$ cat config.mk
export PLATFORM = sky130hd
export DESIGN_NAME = axi_ram_bridge
export DESIGN_NICKNAME = d
export VERILOG_FILES = /design/src/logic/axi_ram_pkg.sv /design/src/logic/axi_ram_bridge.sv /design/src/logic/axi_r_fifo2.sv /design/src/logic/axi_ram_rd_ctrl.sv /design/src/logic/axi_ram_wr_ctrl.sv /design/src/logic/axi_burst_addr.sv
export SDC_FILE = /design/constraint.sdc
export NUM_CORES = 1
export LEC_CHECK = 0
export BUFFER_PORTS_ARGS = -buffer_cell sky130_fd_sc_hd__buf_2
export CAP_MARGIN = 10
export CORE_MARGIN = 2
export CORE_UTILIZATION = 45
export CTS_CLUSTER_SIZE = 24
export DETAILED_ROUTE_END_ITERATION = 16
export GPL_TIMING_DRIVEN = 0
export PLACE_DENSITY_LB_ADDON = 0.08
export SLEW_MARGIN = 20
export SYNTH_ARGS = -nofsm -noshare
export SYNTH_HDL_FRONTEND = slang
export SYNTH_SLANG_ARGS = --single-unit
export TNS_END_PERCENT = 20
$ cat constraint.sdc
create_clock -name clk_i -period 5.1 [get_ports clk_i]
set_input_delay 1.02 -clock clk_i [delete_from_list [all_inputs] [get_ports clk_i]]
set_output_delay 1.02 -clock clk_i [all_outputs]
set_load 0.01 [all_outputs]
$ cat src/logic/axi_ram_pkg.sv
// AXI RAM bridge definitions
package axi_ram_pkg;

    // ------------------------------------------------------------------------
    // AXI burst and response codes
    // ------------------------------------------------------------------------

    // Burst type as carried on AWBURST and ARBURST
    // Only INCR advances the address, every other code holds it
    typedef enum logic [1:0] {
        BURST_FIXED = 2'b00,
        BURST_INCR  = 2'b01,
        BURST_WRAP  = 2'b10,
        BURST_RSVD  = 2'b11
    } burst_e;

    // Response code as carried on BRESP and RRESP
    // This slave never reports an error
    typedef enum logic [1:0] {
        RESP_OKAY   = 2'b00,
        RESP_EXOKAY = 2'b01,
        RESP_SLVERR = 2'b10,
        RESP_DECERR = 2'b11
    } resp_e;

    // Burst length field, beats minus one
    typedef logic [7:0] len_t;

    // ------------------------------------------------------------------------
    // Default sizes
    // ------------------------------------------------------------------------

    // Address and data bus widths in bits
    localparam int unsigned DEF_ADDR_W = 32;
    localparam int unsigned DEF_DATA_W = 32;

    // Transaction ID width
    localparam int unsigned DEF_ID_W = 4;

    // RAM read latency in cycles
    localparam int unsigned DEF_RD_LAT = 2;

endpackage
$ cat src/logic/axi_ram_bridge.sv
// AXI4 slave to RAM bridge
module axi_ram_bridge #(
    parameter int unsigned addr_w       = axi_ram_pkg::DEF_ADDR_W,
    parameter int unsigned data_w       = axi_ram_pkg::DEF_DATA_W,
    parameter int unsigned id_w         = axi_ram_pkg::DEF_ID_W,
    parameter int unsigned read_latency = axi_ram_pkg::DEF_RD_LAT
) (
    input  logic                clk_i,
    input  logic                rst_ni,
    // AW channel
    input  logic                aw_valid_i,
    output logic                aw_ready_o,
    input  logic [id_w-1:0]     aw_id_i,
    input  logic [addr_w-1:0]   aw_addr_i,
    input  axi_ram_pkg::len_t   aw_len_i,
    input  axi_ram_pkg::burst_e aw_burst_i,
    // W channel
    input  logic                w_valid_i,
    output logic                w_ready_o,
    input  logic [data_w-1:0]   w_data_i,
    input  logic [data_w/8-1:0] w_strb_i,
    input  logic                w_last_i,
    // B channel
    output logic                b_valid_o,
    input  logic                b_ready_i,
    output logic [id_w-1:0]     b_id_o,
    output axi_ram_pkg::resp_e  b_resp_o,
    // AR channel
    input  logic                ar_valid_i,
    output logic                ar_ready_o,
    input  logic [id_w-1:0]     ar_id_i,
    input  logic [addr_w-1:0]   ar_addr_i,
    input  axi_ram_pkg::len_t   ar_len_i,
    input  axi_ram_pkg::burst_e ar_burst_i,
    // R channel
    output logic                r_valid_o,
    input  logic                r_ready_i,
    output logic [data_w-1:0]   r_data_o,
    output logic [id_w-1:0]     r_id_o,
    output axi_ram_pkg::resp_e  r_resp_o,
    output logic                r_last_o,
    // Single-port RAM
    output logic [addr_w-1:0]   ram_addr_o,
    output logic [data_w-1:0]   ram_din_o,
    output logic [data_w-1:0]   ram_wmask_o,
    output logic                ram_wren_o,
    output logic                ram_rden_o,
    input  logic [data_w-1:0]   ram_dout_i
);

    import axi_ram_pkg::*;

    logic              wr_load, wr_step, wr_last, wr_en;
    logic              rd_load, rd_step, rd_last;
    logic [addr_w-1:0] wr_addr, rd_addr;
    logic              push, push_last, pop;
    logic [data_w-1:0] push_data;
    logic [id_w-1:0]   push_id;

    // ------------------------------------------------------------------------
    // Write path
    // ------------------------------------------------------------------------

    axi_ram_wr_ctrl #(.data_w(data_w), .id_w(id_w)) u_wr_ctrl (
        .clk_i, .rst_ni,
        .aw_valid_i, .aw_id_i, .aw_ready_o,
        .w_valid_i, .w_last_i, .w_strb_i, .w_ready_o,
        .b_valid_o, .b_id_o, .b_resp_o, .b_ready_i,
        .cnt_load_o(wr_load), .cnt_step_o(wr_step), .cnt_last_i(wr_last),
        .ram_wren_o(wr_en), .ram_wmask_o
    );

    axi_burst_addr #(.addr_w(addr_w), .data_w(data_w)) u_wr_addr (
        .clk_i, .rst_ni,
        .load_i(wr_load), .addr_i(aw_addr_i), .len_i(aw_len_i), .burst_i(aw_burst_i),
        .step_i(wr_step), .addr_o(wr_addr), .last_o(wr_last)
    );

    // ------------------------------------------------------------------------
    // Read path
    // ------------------------------------------------------------------------

    // Write beat holds off read issue for that cycle
    axi_ram_rd_ctrl #(.data_w(data_w), .id_w(id_w), .read_latency(read_latency)) u_rd_ctrl (
        .clk_i, .rst_ni,
        .ar_valid_i, .ar_id_i, .ar_ready_o,
        .cnt_load_o(rd_load), .cnt_step_o(rd_step), .cnt_last_i(rd_last),
        .hold_i(wr_en), .ram_rden_o, .ram_dout_i,
        .push_o(push), .push_data_o(push_data), .push_id_o(push_id),
        .push_last_o(push_last), .pop_i(pop)
    );

    axi_burst_addr #(.addr_w(addr_w), .data_w(data_w)) u_rd_addr (
        .clk_i, .rst_ni,
        .load_i(rd_load), .addr_i(ar_addr_i), .len_i(ar_len_i), .burst_i(ar_burst_i),
        .step_i(rd_step), .addr_o(rd_addr), .last_o(rd_last)
    );

    axi_r_fifo2 #(.data_w(data_w), .id_w(id_w)) u_r_fifo (
        .clk_i, .rst_ni,
        .push_i(push), .data_i(push_data), .id_i(push_id), .last_i(push_last),
        .valid_o(r_valid_o), .data_o(r_data_o), .id_o(r_id_o), .last_o(r_last_o),
        .ready_i(r_ready_i)
    );

    // R handshake returns a read credit
    assign pop      = r_valid_o & r_ready_i;
    assign r_resp_o = RESP_OKAY;

    // ------------------------------------------------------------------------
    // RAM port
    // ------------------------------------------------------------------------

    // Write address wins while a write beat is accepted
    assign ram_addr_o = wr_en ? wr_addr : rd_addr;
    assign ram_din_o  = w_data_i;
    assign ram_wren_o = wr_en;

endmodule

$ cat src/logic/axi_r_fifo2.sv
// Two-entry R channel register
module axi_r_fifo2 #(
    parameter int unsigned data_w = axi_ram_pkg::DEF_DATA_W,
    parameter int unsigned id_w   = axi_ram_pkg::DEF_ID_W
) (
    input  logic              clk_i,
    input  logic              rst_ni,
    // Beats from the read controller
    input  logic              push_i,
    input  logic [data_w-1:0] data_i,
    input  logic [id_w-1:0]   id_i,
    input  logic              last_i,
    // AXI R channel
    output logic              valid_o,
    output logic [data_w-1:0] data_o,
    output logic [id_w-1:0]   id_o,
    output logic              last_o,
    input  logic              ready_i
);

    logic [data_w-1:0] data_q [2];
    logic [id_w-1:0]   id_q   [2];
    logic [1:0]        last_q;
    logic              wr_ptr_q;
    logic              rd_ptr_q;
    logic [1:0]        cnt_q;
    logic              pop;

    assign valid_o = (cnt_q != 2'd0);
    assign pop     = valid_o & ready_i;

    // ------------------------------------------------------------------------
    // Pointers and occupancy
    // ------------------------------------------------------------------------

    always_ff @(posedge clk_i or negedge rst_ni) begin
        if (!rst_ni) begin
            wr_ptr_q <= 1'b0;
            rd_ptr_q <= 1'b0;
            cnt_q    <= 2'd0;
        end else begin
            if (push_i) wr_ptr_q <= ~wr_ptr_q;
            if (pop) rd_ptr_q <= ~rd_ptr_q;
            cnt_q <= cnt_q + {1'b0, push_i} - {1'b0, pop};
        end
    end

    // Entry storage
    always_ff @(posedge clk_i) begin
        if (push_i) begin
            data_q[wr_ptr_q] <= data_i;
            id_q[wr_ptr_q]   <= id_i;
            last_q[wr_ptr_q] <= last_i;
        end
    end

    // Head of queue drives the bus
    assign data_o = data_q[rd_ptr_q];
    assign id_o   = id_q[rd_ptr_q];
    assign last_o = last_q[rd_ptr_q];

    // Read credits upstream keep a full register from being pushed
    no_overflow: assert property (
        @(posedge clk_i) disable iff (!rst_ni) !(push_i && (cnt_q == 2'd2) && !pop)
    ) else $error("R register overflow");

endmodule

$ cat src/logic/axi_ram_rd_ctrl.sv
// AXI read channel controller
module axi_ram_rd_ctrl #(
    parameter int unsigned data_w       = axi_ram_pkg::DEF_DATA_W,
    parameter int unsigned id_w         = axi_ram_pkg::DEF_ID_W,
    parameter int unsigned read_latency = axi_ram_pkg::DEF_RD_LAT
) (
    input  logic              clk_i,
    input  logic              rst_ni,
    // AR channel
    input  logic              ar_valid_i,
    input  logic [id_w-1:0]   ar_id_i,
    output logic              ar_ready_o,
    // Burst counter
    output logic              cnt_load_o,
    output logic              cnt_step_o,
    input  logic              cnt_last_i,
    // Write beat owns the RAM this cycle
    input  logic              hold_i,
    // RAM read port
    output logic              ram_rden_o,
    input  logic [data_w-1:0] ram_dout_i,
    // Output register
    output logic              push_o,
    output logic [data_w-1:0] push_data_o,
    output logic [id_w-1:0]   push_id_o,
    output logic              push_last_o,
    input  logic              pop_i
);

    typedef enum logic [1:0] {
        IDLE,
        ISSUE,
        DRAIN
    } state_e;

    state_e                  state_q, state_d;
    logic [id_w-1:0]         id_q;
    logic [1:0]              credit_q, credit_d;
    logic [read_latency-1:0] pipe_vld_q;
    logic [read_latency-1:0] pipe_last_q;
    logic                    ar_hs;
    logic                    issue;

    assign ar_ready_o = (state_q == IDLE);
    assign ar_hs      = ar_valid_i & ar_ready_o;
    assign cnt_load_o = ar_hs;

    // Issue needs a free output slot and a RAM not taken by a write
    assign issue      = (state_q == ISSUE) && (credit_q != 2'd0) && !hold_i;
    assign ram_rden_o = issue;
    assign cnt_step_o = issue & ~cnt_last_i;

    // ------------------------------------------------------------------------
    // FSM and credits
    // ------------------------------------------------------------------------

    always_comb begin
        state_d = state_q;
        case (state_q)
            IDLE:  if (ar_hs) state_d = ISSUE;
            ISSUE: if (issue && cnt_last_i) state_d = DRAIN;
            // Last outstanding beat leaves on this pop
            DRAIN: if (pop_i && (credit_q == 2'd1)) state_d = IDLE;
            default: state_d = IDLE;
        endcase
    end

    // One credit per output register entry
    always_comb begin
        credit_d = credit_q;
        if (issue) credit_d = credit_d - 2'd1;
        if (pop_i) credit_d = credit_d + 2'd1;
    end

    always_ff @(posedge clk_i or negedge rst_ni) begin
        if (!rst_ni) begin
            state_q    <= IDLE;
            credit_q   <= 2'd2;
            pipe_vld_q <= '0;
        end else begin
            state_q       <= state_d;
            credit_q      <= credit_d;
            pipe_vld_q[0] <= issue;
            for (int i = 1; i < read_latency; i++) begin
                pipe_vld_q[i] <= pipe_vld_q[i-1];
            end
        end
    end

    // ------------------------------------------------------------------------
    // RAM latency pipeline
    // ------------------------------------------------------------------------

    always_ff @(posedge clk_i) begin
        if (ar_hs) begin
            id_q <= ar_id_i;
        end
        pipe_last_q[0] <= issue & cnt_last_i;
        for (int i = 1; i < read_latency; i++) begin
            pipe_last_q[i] <= pipe_last_q[i-1];
        end
    end

    // RAM data lines up with the end of the pipeline
    assign push_o      = pipe_vld_q[read_latency-1];
    assign push_last_o = pipe_last_q[read_latency-1];
    assign push_data_o = ram_dout_i;
    assign push_id_o   = id_q;

    // A pop always matches an issued beat, so credits stay in range
    credit_range: assert property (
        @(posedge clk_i) disable iff (!rst_ni)
        (credit_q <= 2'd2) && !(pop_i && (credit_q == 2'd2))
    ) else $error("read credit count out of range");

endmodule

$ cat src/logic/axi_ram_wr_ctrl.sv
// AXI write channel controller
module axi_ram_wr_ctrl #(
    parameter int unsigned data_w = axi_ram_pkg::DEF_DATA_W,
    parameter int unsigned id_w   = axi_ram_pkg::DEF_ID_W
) (
    input  logic                 clk_i,
    input  logic                 rst_ni,
    // AW channel
    input  logic                 aw_valid_i,
    input  logic [id_w-1:0]      aw_id_i,
    output logic                 aw_ready_o,
    // W channel
    input  logic                 w_valid_i,
    input  logic                 w_last_i,
    input  logic [data_w/8-1:0]  w_strb_i,
    output logic                 w_ready_o,
    // B channel
    output logic                 b_valid_o,
    output logic [id_w-1:0]      b_id_o,
    output axi_ram_pkg::resp_e   b_resp_o,
    input  logic                 b_ready_i,
    // Burst counter
    output logic                 cnt_load_o,
    output logic                 cnt_step_o,
    input  logic                 cnt_last_i,
    // RAM write port
    output logic                 ram_wren_o,
    output logic [data_w-1:0]    ram_wmask_o
);

    import axi_ram_pkg::*;

    typedef enum logic [1:0] {
        IDLE,
        DATA,
        RESP
    } state_e;

    state_e          state_q, state_d;
    logic [id_w-1:0] id_q;
    logic            aw_hs;
    logic            w_hs;

    // ------------------------------------------------------------------------
    // Handshakes and outputs decoded from state
    // ------------------------------------------------------------------------

    assign aw_ready_o = (state_q == IDLE);
    assign w_ready_o  = (state_q == DATA);
    assign b_valid_o  = (state_q == RESP);

    assign aw_hs = aw_valid_i & aw_ready_o;
    assign w_hs  = w_valid_i & w_ready_o;

    // Counter loads on AW, steps on every beat except the final one
    assign cnt_load_o = aw_hs;
    assign cnt_step_o = w_hs & ~cnt_last_i;

    // Every accepted beat goes straight to the RAM
    assign ram_wren_o = w_hs;

    // One strobe bit covers eight mask bits
    always_comb begin
        for (int i = 0; i < data_w / 8; i++) begin
            ram_wmask_o[i*8 +: 8] = {8{w_strb_i[i]}};
        end
    end

    assign b_id_o   = id_q;
    assign b_resp_o = RESP_OKAY;

    // ------------------------------------------------------------------------
    // FSM
    // ------------------------------------------------------------------------

    always_comb begin
        state_d = state_q;
        case (state_q)
            IDLE: if (aw_hs) state_d = DATA;
            DATA: if (w_hs && cnt_last_i) state_d = RESP;
            RESP: if (b_ready_i) state_d = IDLE;
            default: state_d = IDLE;
        endcase
    end

    always_ff @(posedge clk_i or negedge rst_ni) begin
        if (!rst_ni) begin
            state_q <= IDLE;
        end else begin
            state_q <= state_d;
        end
    end

    // AWID echoed on BID
    always_ff @(posedge clk_i) begin
        if (aw_hs) begin
            id_q <= aw_id_i;
        end
    end

    // Master's WLAST must line up with the AWLEN beat count
    wlast_matches_len: assert property (
        @(posedge clk_i) disable iff (!rst_ni) w_hs |-> (w_last_i == cnt_last_i)
    ) else $error("WLAST disagrees with burst length");

endmodule

$ cat src/logic/axi_burst_addr.sv
// Burst address and beat counter
module axi_burst_addr #(
    parameter int unsigned addr_w = axi_ram_pkg::DEF_ADDR_W,
    parameter int unsigned data_w = axi_ram_pkg::DEF_DATA_W
) (
    input  logic                clk_i,
    input  logic                rst_ni,
    input  logic                load_i,
    input  logic [addr_w-1:0]   addr_i,
    input  axi_ram_pkg::len_t   len_i,
    input  axi_ram_pkg::burst_e burst_i,
    input  logic                step_i,
    output logic [addr_w-1:0]   addr_o,
    output logic                last_o
);

    import axi_ram_pkg::*;

    // Byte-lane bits below the word address
    localparam int unsigned lsb_w = $clog2(data_w / 8);

    logic [addr_w-1:0] addr_q;
    burst_e            burst_q;
    len_t              len_q;
    len_t              cnt_q;

    // ------------------------------------------------------------------------
    // Burst state and beat count
    // ------------------------------------------------------------------------

    always_ff @(posedge clk_i or negedge rst_ni) begin
        if (!rst_ni) begin
            burst_q <= BURST_FIXED;
            len_q   <= '0;
            cnt_q   <= '0;
        end else if (load_i) begin
            // New burst starts at beat zero
            burst_q <= burst_i;
            len_q   <= len_i;
            cnt_q   <= '0;
        end else if (step_i) begin
            cnt_q <= cnt_q + 8'd1;
        end
    end

    // ------------------------------------------------------------------------
    // Current address
    // ------------------------------------------------------------------------

    always_ff @(posedge clk_i) begin
        if (load_i) begin
            addr_q <= addr_i;
        end else if (step_i && (burst_q == BURST_INCR)) begin
            // Next data word, byte offset untouched
            addr_q[addr_w-1:lsb_w] <= addr_q[addr_w-1:lsb_w] + 1'b1;
        end
        // FIXED, WRAP and reserved codes keep the address
    end

    assign addr_o = addr_q;

    // Final beat once the count reaches AxLEN
    assign last_o = (cnt_q == len_q);

    // Controller must not advance a burst in the cycle it loads one
    step_during_load: assert property (
        @(posedge clk_i) disable iff (!rst_ni) load_i |-> !step_i
    ) else $error("burst counter stepped during load");

endmodule

==> flow_summary.yaml, run 1 <==
sta:
  hold_viol: 0
  setup_viol: 0
  fin_worst_skew_ns: 0.0122
  fmax_mhz: 256
  worst_pin_slew_ns: 0.907
  drv_slew: 0
  rsz0062_at_grt: "false"
  period_share_pct: 76.7
  period_needed_ns: 3.91
  slew_headroom_pct: 39.5
power_and_ir_drop:
  pwr-share-seq_pct: 43.6
  fin_total_pwr_mw: 6.33
  p_per_area_mw_per_mm2: 520
  ir_drop_mv: 0.266
  p_sw_mw: 2.34
  p_leak_nw: 5.26
  intPower_mw: 3.99
  swShare_pct: 37.0
  pwr-share-clk_pct: 20.6
  power_frac_comb_pct: 35.7
floorplanning:
  die_h_microns: 151
  ioPinCount: 316
  die_area_sq_mm: 0.0229
  num_rows: 53
  dieWidth_microns: 151
  start_util_pct: 46.1
  coreArea_sq_mm: 0.0212
global_routing:
  met3_usage_pct: 4.49
  grt_usage_pct: 20.4
  antenna_found_initial: 3
  grt_pass1_vias: 7089
  grt_pass1_wl_microns: 35900
  gr-usage-met1_pct: 27.2
  grt_max_degree: 49
  grt-busiest-layer: "met2"
  grt.overflow.total: 0
  met2_usage_pct: 34.1
setup_path:
  crit_path_top_delay_cell: "clkbuf_1"
  cp_max_fo: 10
  crit_type: "in -> out"
  worstSetupPathDepth: 7
  critical_path.top_delay_family: "buffers and inverters"
  required_ns: 4.08
  r2r_cells: 7
  r2r_slack_ns: 2.43
  timing.rr.start: "u_rd_ctrl.credit_q[1]$_DFF_PN1_"
  r2r_end: "u_rd_addr.addr_o[19]$_DFFE_PP_"
  critical_path_buf_inv_count: 5
  start_kind: "input pin"
  cp_slowest_stage_delay_ns: 0.42
  crit_chain: "buf_2 > nand3b_1 > clkbuf_1 > clkinv_1 > clkbuf_1 > o21ai_0 > buf_2"
  critical_path_arrival_ns: 2.89
  end_kind: "output pin"
placement:
  placed_cells: 1453
  port_buffers: 274
  dp_hpwl_microns: 18000
  place_congestion: 0.863
  place_area_sq_mm: 0.0116
synth:
  synth_cell_types: 45
  ys_seq_elements: 196
  synthAdderAreaFrac_pct: 1.03
  synthArstFlopShare_pct: 24.5
  synth_compound_area_share_pct: 4.53
  synth_top_family_by_area: "simple AND/OR/NAND/NOR gates"
  syn-cell-area_sq_mm: 0.00976
  yosysSeqAreaShare_pct: 57.7
  synth_edf_count: 146
  synth_top_area_cell: "edfxtp_1"
  yosysWarnings: 0
  synth-simple-area-share_pct: 17.3
  synth_ff_type: "edfxtp_1"
  syn_inst: 898
  synth_xor_xnor_area_share_pct: 7.27
  synthMuxAreaShare_pct: 5.09
  yosys.area.top_type_share_pct: 44.9
  synth_area_per_cell_sq_um: 10.9
  yosys-top-cells-area: "edfxtp_1 45%, dfrtp_1 12%, nand2_1 9.5%, buf_4 5.2%, xor2_1 4.6%"
final_layout:
  areaGrowthSynthToFinish_pct: 24.7
  nFillCells: 1896
  layout-drive-gt1-share_pct: 36.1
  multi_input_area_sq_mm: 0.00348
  final_nets: 1373
  layout_commonest_cell: "buf_2"
  register_area_sq_mm: 0.00563
  stdcell_area_sq_mm: 0.0122
  fin_cells: 1488
  final_cell_mix: "273 x buf_2, 246 x nand2_1, 146 x edfxtp_1"
worst_hold_path:
  holdPathEnd: "u_rd_ctrl.pipe_last_q[1]$_DFF_P_"
  min_path_cells: 0
  hold_path_startpoint: "u_rd_ctrl.pipe_last_q[0]$_DFF_P_"
  hp-class: "reg -> reg"
cts:
  clk_latency_ns: 0.44
  clk_transition_reported_paths_ns: 0.07
  cts_root_buf: "clkbuf_16"
  htreeDepth: 4
  cts.path.max_buffers: 2
  cts.sink_count: 196
  hold_buffers: 0
  cts_tree: "done"
  cts-resized-gates: 0
  post-cts-setup-buffers: 0
  cts_buffers: 17
routing:
  vias: 7335
  wl_microns: 23600
  via_per_inst: 4.93
  drt_iter0_drc: 449
  wl_per_cell_microns: 15.8
  ant_nets: 0
  post-route-drc-count: 0
  first_pass_iters: 5
run:
  cap_violations: 0
run_status:
  outcome: "finished, final reports clean"
## state kept, by name, summed over array words and instances (netlist names)
signal,count
u_r_fifo.data_q,64
u_rd_addr.addr_o,32
u_wr_addr.addr_o,32
u_r_fifo.id_q,8
u_rd_addr.cnt_q,8
u_rd_addr.len_q,8
u_wr_addr.cnt_q,8
u_wr_addr.len_q,8
u_rd_ctrl.push_id_o,4
u_wr_ctrl.b_id_o,4
u_r_fifo.cnt_q,2
u_r_fifo.last_q,2
u_rd_addr.burst_q,2
u_rd_ctrl.credit_q,2
u_rd_ctrl.pipe_last_q,2
u_rd_ctrl.pipe_vld_q,2
u_rd_ctrl.state_q,2
u_wr_addr.burst_q,2
u_wr_ctrl.state_q,2
u_r_fifo.rd_ptr_q,1
u_r_fifo.wr_ptr_q,1
## routing by layer
layer | share of wire [%] | vias up
met5 | 0.055 | -
met4 | 1.0 | 2
met3 | 7.7 | 18
met2 | 48 | 270
met1 | 43 | 3423
li1 | - | 3622
## cell usage after synthesis (2+ instances only)
library cell,n
mux2i_1,8
nor3_1,6
o21ai_0,61
a211oi_1,3
nor3_2,2
nand3_2,2
a31o_2,2
nand2b_1,4
xor2_1,51
nand3_1,27
nand2_1,247
a21oi_1,12
buf_4,68
clkinv_1,2
nor4_2,4
a31oi_1,3
xnor2_1,30
and3_1,6
nor2_1,30
mux2_2,37
dfrtp_1,47
or3_1,2
inv_1,15
nand3b_1,2
nand4_1,20
nand4_2,2
dfxtp_1,2
nor2b_1,3
clkbuf_1,28
nor4_1,3
and4_1,2
ha_1,8
buf_1,2
edfxtp_1,146
## worst max-delay path by stage
stage | start | to | slack (ns)
after floorplan | w_valid_i | u_wr_addr.addr_o[10]$_DFFE_PP_ | 0.97
after global placement | w_valid_i | u_wr_addr.addr_o[18]$_DFFE_PP_ | -0.36
after detailed placement | w_valid_i | ram_addr_o[9] | 1.18
after CTS | w_valid_i | ram_addr_o[9] | 1.17
after global routing | w_valid_i | ram_addr_o[13] | 1.0
final | w_valid_i | ram_addr_o[9] | 1.19
## power by group through the flow
stage          clock network [mW]  registers, mW  logic [mW]
6_report                     1.31           2.76        2.26
5_1_grt                      1.39           2.83        2.53
4_1_cts                      1.33           2.76        2.30
3_5_place_dp                    0           2.79        2.29
3_3_place_gp                    0           2.80        2.16
2_1_floorplan                   0           2.70        1.49
## area by class of cell
type / count / area share, %
diodes: 3 / 0.0617
plain buffers: 98 / 5.12
clock buffers: 17 / 3.50
clock inverters: 15 / 1.20
inverters: 17 / 0.524
multi-input cells: 590 / 28.6
flip-flops and latches: 196 / 46.2
well taps: 275 / 2.83
repair buffers: 277 / 12.0
## cell families after synthesis
family | count (synthesis)
other | 1
AOI/OAI and AO/OA | 83
muxes | 45
xor gates and xnor gates | 81
adders and majority gates | 8
DFF | 196
and+or+nand+nor | 369
buffers and inverters | 115
## stage by stage
step           setup TNS (ns)  hold WS (ns)  setup slack [ns]  utilization [%]
3_5_place_dp                0         0.312              1.18             54.8
2_1_floorplan               0         0.310             0.966                -
6_report                    0         0.330              1.19             57.5
5_1_grt                     0         0.342              1.00             57.5
3_3_place_gp           -10.78         0.313            -0.361             54.3
4_1_cts                     0         0.330              1.17             57.5
(Power assumes the default switching activity.)
==> inputs of run 2 (changes only) <==
clock period = 3.4 ns   (was 5.1 ns; I/O delays follow)
==> run 2 against run 1 <==
- sequential power increased by 50%
- clock power increased by 66%
- die area unchanged
==> flow_summary.yaml, run 2 (synthesized netlist as in run 1, its figures left out) <==
power_and_ir_drop:
  p_leak_nw: 5.29
  ir_drop_mv: 0.370
  p_per_area_mw_per_mm2: 792
floorplanning:
  num_rows: 53
  coreArea_sq_mm: 0.0212
  die_h_microns: 151
  start_util_pct: 46.1
  dieWidth_microns: 151
  die_area_sq_mm: 0.0229
  ioPinCount: 316
global_routing:
  grt_usage_pct: 20.2
  grt.overflow.total: 0
  grt_max_degree: 49
  grt_pass1_wl_microns: 35400
  antenna_found_initial: 4
  grt_pass1_vias: 6855
sta:
  fmax_mhz: 332
  slew_headroom_pct: 40.1
  tns_ns: 0
  setup_viol: 0
  rsz0062_at_grt: "false"
  drv_slew: 0
  worst_pin_slew_ns: 0.898
  period_share_pct: 88.5
  fin_worst_skew_ns: 0.0206
  period_needed_ns: 3.01
  hold_viol: 0
  holdWs_ns: 0.243
routing:
  vias: 7259
  wl_microns: 23300
  wl_per_cell_microns: 15.6
  ant_nets: 0
  post-route-drc-count: 0
  first_pass_iters: 6
  via_per_inst: 4.88
  drt_iter0_drc: 352
cts:
  cts_buffers: 17
  cts_root_buf: "clkbuf_16"
  cts_tree: "done"
  clk_transition_reported_paths_ns: 0.08
  cts.path.max_buffers: 2
  clk_latency_ns: 0.45
  htreeDepth: 4
  hold_buffers: 0
  cts.sink_count: 196
setup_path:
  cp_max_fo: 10
  required_ns: 2.72
  crit_chain: "nand3b_1 > clkbuf_2 > clkinvlp_4 > clkbuf_1 > o21ai_0 > buf_2"
  timing.rr.start: "u_rd_ctrl.credit_q[1]$_DFF_PN1_"
  start_kind: "flop"
  critical_path_arrival_ns: 2.33
  startpoint: "u_wr_ctrl.state_q[1]$_DFFE_PN0P_"
  cp_slowest_stage_delay_ns: 0.39
  end_kind: "output pin"
  crit_path_top_delay_cell: "dfrtp_1"
  crit_type: "reg -> out"
final_layout:
  fin_util_pct: 57.9
  register_area_sq_mm: 0.00563
  final_cell_mix: "273 x buf_2, 246 x nand2_1, 146 x edfxtp_1"
  nFillCells: 1903
  layout-drive-gt1-share_pct: 36.3
  areaGrowthSynthToFinish_pct: 25.4
  multi_input_area_sq_mm: 0.00348
  final_nets: 1373
  regMostFlops: "u_r_fifo.data_q"
  largest_reg_flops: 64
  stdcell_area_sq_mm: 0.0122
  layout_commonest_cell: "buf_2"
placement:
  place_congestion: 0.883
  place_area_sq_mm: 0.0116
  dp_hpwl_microns: 17800
  port_buffers: 274
run_status:
  outcome: "finished, final reports clean"
run:
  cap_violations: 0
worst_hold_path:
  hp-class: "in -> async"
run 2: changes by cell type in the layout (fill, tap and decap cells not counted), sizes merged:
cell,change
clkinv,-5
bufinv,+3
diode,-2
clkinvlp,+2
run 2: power breakdown:
part	total [mW]	internal (mW)	switching [mW]
clock network	2.17	1.20	0.976
registers	4.13	3.59	0.542
logic	3.39	1.42	1.97
total	9.70	6.21	3.49
run 2: area by class of cell:
| cell class | instances | area share (%) |
|---|---|---|
| diodes | 1 | 0.0204 |
| plain buffers | 98 | 5.10 |
| multi-input cells | 590 | 28.4 |
| clock inverters | 15 | 1.75 |
| clock buffers | 17 | 3.48 |
| repair buffers | 277 | 11.9 |
| flip-flops and latches | 196 | 46.0 |
| inverters | 17 | 0.552 |
| well taps | 275 | 2.81 |
run 2: what timing repair did:
action                                  in CTS  in global routing
endpoints found under the setup margin       0                  2
gates resized for setup                      0                  3
setup buffers                                0                  0
run 2: stage by stage:
stage,power [mW],setup WS (ns),cells
2_1_floorplan,6.28,0.418,901
3_3_place_gp,7.44,-0.589,1450
3_5_place_dp,7.60,0.209,1453
4_1_cts,9.80,0.0938,1485
5_1_grt,10.4,0.243,1485
6_report,9.70,0.390,1486
run 2: final timing paths:
check,end,slack (ns),depth (start not counted)
setup / recovery,ram_addr_o[13],0.39,6
hold / removal,u_wr_addr.len_q[4]$_DFFE_PN0P_,0.24,1
setup reg to reg,u_rd_addr.addr_o[13]$_DFFE_PP_,0.72,7
hold reg to reg,u_rd_ctrl.pipe_last_q[1]$_DFF_P_,0.33,0
max in group asynchronous,u_rd_addr.len_q[3]$_DFFE_PN0P_,2.71,1
min in group clk_i,u_rd_ctrl.pipe_last_q[1]$_DFF_P_,0.33,0
run 2: critical path, delay by kind of cell, from the launching register on:
family,cells,cell delay (ns)
flip-flops,1,0.39
AND/OR/NAND/NOR,1,0.17
AO/OA/AOI/OAI,1,0.32
buffers and inverters,4,1.00
run 2: layer usage:
metal  vias up  GRT usage [%]  share of wire, %
li1       3620              -                 -
met1      3344           27.0                43
met5         -              0              0.13
met4         6           5.70               1.4
met3        29           5.57               8.7
met2       260           32.4                46
